$ cat src/design/icache_defs.svh
`ifndef ICACHE_DEFS_SVH
`define ICACHE_DEFS_SVH

// fetch address split as tag | index | byte offset
`define IC_TAG_WIDTH     20
`define IC_INDEX_WIDTH   7

// byte offset within a line, at least 3 so a line holds two words or more
`define IC_OFFSET_WIDTH  5

// associativity is tied to the 3-bit plru tree
`define IC_WAY_NUM       4

// words per line
`define IC_LINE_WORDS    (1 << (`IC_OFFSET_WIDTH - 2))

`endif

$ cat src/design/icache_pkg.sv
`default_nettype none
`include "icache_defs.svh"

package icache_pkg;

    typedef logic [31:0] addr_t;    // byte address
    typedef logic [31:0] word_t;    // instruction or data word

    typedef logic [`IC_TAG_WIDTH-1:0]     tag_t;
    typedef logic [`IC_INDEX_WIDTH-1:0]   index_t;
    typedef logic [1:0]                   way_t;
    typedef logic [`IC_OFFSET_WIDTH-3:0]  word_sel_t;   // word within a line

    // controller states
    typedef enum logic [1:0] {
        idle          = 2'b00,
        hit_judge     = 2'b01,
        load_memory   = 2'b11,
        no_cache_load = 2'b10
    } icache_state_t;

endpackage

`default_nettype wire

$ cat src/design/axi_read_arbiter.sv
`timescale 1ns/100ps
`default_nettype none

module axi_read_arbiter
    import icache_pkg::*;
(
    input  wire         clk,
    input  wire         rst,
    // instruction side
    input  wire addr_t  i_araddr,
    input  wire [7:0]   i_arlen,
    input  wire         i_arvalid,
    output logic        i_arready,
    output word_t       i_rdata,
    output logic        i_rlast,
    output logic        i_rvalid,
    input  wire         i_rready,
    // data side
    input  wire addr_t  d_araddr,
    input  wire [7:0]   d_arlen,
    input  wire         d_arvalid,
    output logic        d_arready,
    output word_t       d_rdata,
    output logic        d_rlast,
    output logic        d_rvalid,
    input  wire         d_rready,
    // toward memory
    output addr_t       m_araddr,
    output logic [7:0]  m_arlen,
    output logic        m_arvalid,
    input  wire         m_arready,
    input  wire word_t  m_rdata,
    input  wire         m_rlast,
    input  wire         m_rvalid,
    output logic        m_rready
);

    logic busy;     // transaction in flight
    logic owner;    // 1 for the data side
    logic sel;

    // data side wins when both ask at once
    assign sel = busy ? owner : d_arvalid;

    assign m_araddr  = sel ? d_araddr : i_araddr;
    assign m_arlen   = sel ? d_arlen : i_arlen;
    assign m_arvalid = !busy && (i_arvalid || d_arvalid);
    assign i_arready = !busy && !sel && m_arready;
    assign d_arready = !busy && sel && m_arready;

    // payload goes to both, valid only to the owner
    assign i_rdata  = m_rdata;
    assign i_rlast  = m_rlast;
    assign d_rdata  = m_rdata;
    assign d_rlast  = m_rlast;
    assign i_rvalid = busy && !owner && m_rvalid;
    assign d_rvalid = busy && owner && m_rvalid;
    assign m_rready = busy && (owner ? d_rready : i_rready);

    always_ff @(posedge clk) begin
        if (rst) begin
            busy  <= 1'b0;
            owner <= 1'b0;
        end else if (!busy) begin
            if (m_arvalid && m_arready) begin
                busy  <= 1'b1;
                owner <= sel;   // locked until the last beat
            end
        end else if (m_rvalid && m_rready && m_rlast) begin
            busy <= 1'b0;
        end
    end

endmodule

`default_nettype wire

$ cat config.mk
export PLATFORM = sky130hd
export DESIGN_NAME = axi_read_arbiter
export DESIGN_NICKNAME = d
export VERILOG_FILES = /design/src/design/icache_pkg.sv /design/src/design/axi_read_arbiter.sv
export VERILOG_INCLUDE_DIRS = /design/src /design/src/design
export SDC_FILE = /design/constraint.sdc
export NUM_CORES = 1
export LEC_CHECK = 0
export BUFFER_PORTS_ARGS = -buffer_cell sky130_fd_sc_hd__buf_2
export CAP_MARGIN = 0
export CORE_AREA = 4 4 87 89
export CTS_BUF_LIST = sky130_fd_sc_hd__clkbuf_4 sky130_fd_sc_hd__clkbuf_8 sky130_fd_sc_hd__clkbuf_16
export CTS_CLUSTER_SIZE = 40
export DETAILED_ROUTE_END_ITERATION = 10
export DIE_AREA = 0 0 91 93
export RECOVER_POWER = 25
export SYNTH_ARGS = -nofsm -noshare
export SYNTH_HDL_FRONTEND = slang
export SYNTH_SLANG_ARGS = --single-unit
export TNS_END_PERCENT = 5
$ cat constraint.sdc
create_clock -name clk -period 3.85 [get_ports clk]
set_input_delay 0.5775 -clock clk [delete_from_list [all_inputs] [get_ports clk]]
set_output_delay 0.5775 -clock clk [all_outputs]
set_load 0.05 [all_outputs]
==> results.txt <==
----------------------------------------------------
[Outcome]
  Result of the run ... finished clean

[STA]
  RSZ-0062 raised after global routing ... no
  Worst slew slack as a fraction of its limit ... 52.82%
  Final worst path period share ... about 72%
  Maximum achievable frequency ... 359.0 MHz
  Number of max-slew violations in the final report ... 0
  Largest clock skew in the final design ... 0.001495 ns
  Setup tns final ... 0 ns
  Slew at the pin with the worst max-slew slack ... slightly above 0.7 ns
  Final count of negative-setup-slack endpoints ... 0
  Hold Vio Cnt, Final ... 0
  Final critical path time including I/O delays and setup ... ~2.8 ns

[Clock tree]
  Number of sinks handled by clock tree synthesis ... 2
  Post-cts sizing count ... 0
  Clock slew at the register clock pins of the worst setup and hold paths ... 0.03 ns
  Cell chosen for the clock root ... clkbuf_8
  Count of H-tree levels built during CTS ... 1
  CTS tree ... done
  Post-CTS Repair Setup Buffers ... 0
  Longest Clk Path Bufs ... 2
  Clk_lat worst skew ... 0.21 ns
  Hold-fix buffer count after cts ... 0
  Total clock buffers created by CTS ... 3

[Synthesis]
  Fraction of synthesized cell area taken by the top area cell type ... 45.50%
  Post-synth top area cell ... mux2_4
  Total standard cell area after synthesis ... 0.001320 mm^2
  Yosys reg bits ... 2
  Syn. warnings ... 0
  Average cell area after synthesis ... 10.15 um^2
  Sequential cell area fraction in the yosys report ... 3.033%
  Ranking of synthesized cells by area ... mux2_4 45%, buf_4 38%, buf_6 4.3%, dfxtp_1 3.0%, mux2i_4 1.7%
  Number of cells produced by synthesis ... 130
  Syn nets ... 251
  Number of library cell types mapped by synthesis ... 18

[Place]
  Buffers added on ports ... about 140
  Instance count after placement with tap cells included ... 276
  Weighted congestion at the end of routability-driven global placement ... 0.6697

[Floorplanning]
  Floorplan die height ... 93 um
  Starting utilization of the core area ... 19.54%
  Full die area ... 0.008463 mm^2
  Core area ... 0.006756 mm^2
  Rows ... 30
  Count of boundary I/O pins ... 233
  DIE WIDTH ... 91 um

[Global routing]
  Wire length of the first global-routing pass ... 5706 um
  Total GRT Usage ... under 10%
  Initial antenna violation count ... 0
  Largest net degree at the start of global routing ... 41
  Total congestion overflow ... 0
  Via count of the first global-routing pass ... 1128

[Setup path]
  R2R cell count ... 2
  Arr. time, crit path ... 2.21 ns
  End point of the critical path ... m_araddr[9]
  Startpoint of the lowest-slack register-to-register path ... busy
  Flop-to-flop setup slack ... about 2.7 ns
  CP Capture Type ... output port
  Endpoint required time on the critical path ... 3.27 ns
  Critical Setup Path Class ... reg -> out
  Startpoint type of the worst setup path ... flip-flop
  Highest net fanout along the worst path ... 40
  Worst Setup SP ... busy
  Reg-to-reg critical path endpoint ... owner

[Finish]
  Filler cells ... around 740
  Count of nets after finishing ... ~320
  Final cell count without fillers ... 279
  Sequential Area ... 40.04 um^2
  Antenna Cells ... 0
  Total area of multi-input combinational cells ... ~720 um^2
  Area grow syn2layout ... 21.04%
  Proportion of layout cells with a drive suffix above 1 ... 91.96%

[Routing]
  Final routed wire length divided by cell count ... 14.28 um
  Wirelength, routed ... about 4000 um
  Average vias per placed instance ... 3.935
  DRT antenna net count ... 0
  Total iterations of the first detailed-routing run ... 4
  Via count ... 1098
  Number of DRC violations after detailed routing ... 0
  Count of routing violations after the opening detailed-route iteration ... 8

[Min path]
  Origin of the worst min-delay path ... rst
  Worst hold-check path type ... in -> reg

[Job]
  Number of max-cap violations ... 0

[Power and ir drop]
  P per Cell Area ... 301.7 mW/mm^2
  Worst IR drop on VDD ... 0.1364 mV
  Leakage power total ... 0.9729 nW

----------------------------------------------------
[final cells by class]
cell class | count | share of cell area (%)
flip-flops and latches | 2 | 2.506
clock buffers | 3 | 2.584
multi-input cells | 56 | 45.34
repair buffers | 137 | 43.07
inverters | 1 | 0.2349
well taps | 80 | 6.265
[report_power, final]
part,switching [mW],internal [mW]
Clock,0.0155,0.0660
Combinational,0.235,0.139
Sequential,0.00388,0.0226
[critical path, stage by stage, from the launching register on]
cell and delay [ns]:
dfxtp_1 0.52, mux2i_4 0.29, buf_4 0.58, mux2_4 0.36, buf_2 0.22
[synth_stat cells]
cell and number:
nand2_1 1, mux2_4 40, nor3b_1 1, nor2b_1 2
mux2i_1 1, nand3_1 1, mux2i_4 1, o21a_1 1
and3b_2 1, a22o_1 1, nand3b_1 1, o221a_2 1
buf_6 5, nor2_1 3, dfxtp_1 2, inv_1 1
buf_4 66, and3_1 1
[layout by cell type (no fill, tap or decap)]
master and n:
o21a_1 1, and3_1 1, buf_2 136, nor3b_1 1, mux2_4 40, inv_1 1
nand2_1 1, dfxtp_1 2, nor2b_1 2, and3b_2 1, a22o_1 1, nand3b_1 1
nand3_1 1, mux2i_4 1, nor2_1 3, clkbuf_8 3, o221a_2 1, mux2i_1 1
buf_4 1
[layer usage]
metal  vias to the layer above  global-route usage [%]  share of wire [%]
li1                        510                       -                  -
met1                       454                   7.562                 31
met4                         0                   4.899                5.0
met5                         -                       0                  0
met2                        99                   14.78                 47
met3                        35                   3.540                 17
[metrics by stage]
stage               hold slack, ns  setup WS (ns)  instance area (um^2)  utilization, %  power (mW)
detailed placement          0.7161          1.216                  1556           23.04      0.4037
CTS                         0.6659          1.033                  1598           23.65      0.4903
finish                      0.6723          1.065                  1598           23.65      0.4821
global placement            0.7088          1.230                  1556           23.04      0.4016
floorplan                   0.6360          1.537                  1320               -      0.4987
global route                0.6856         0.9278                  1598           23.65      0.5037
[flip-flops by register name, summed over array words and instances, names as in the netlist]
name   count
owner      1
busy       1
[cell families after synthesis]
group	count (synthesis)	synth area share [%]
buffers and inverters	72	42.09
multiplexers	42	47.96
AND/OR/NAND/NOR	11	4.834
AO/OA/AOI/OAI	3	2.086
flip-flops	2	3.033
[worst min-delay path by stage]
| stage | endpoint | slack (ns) | cells past startpoint |
|---|---|---|---|
| after floorplan | busy | 0.64 | 2 |
| after global placement | busy | 0.71 | 2 |
| after detailed placement | busy | 0.72 | 2 |
| after CTS | busy | 0.67 | 3 |
| after global routing | busy | 0.69 | 3 |
| final | busy | 0.67 | 3 |
Power figures use the tool's default switching activity.
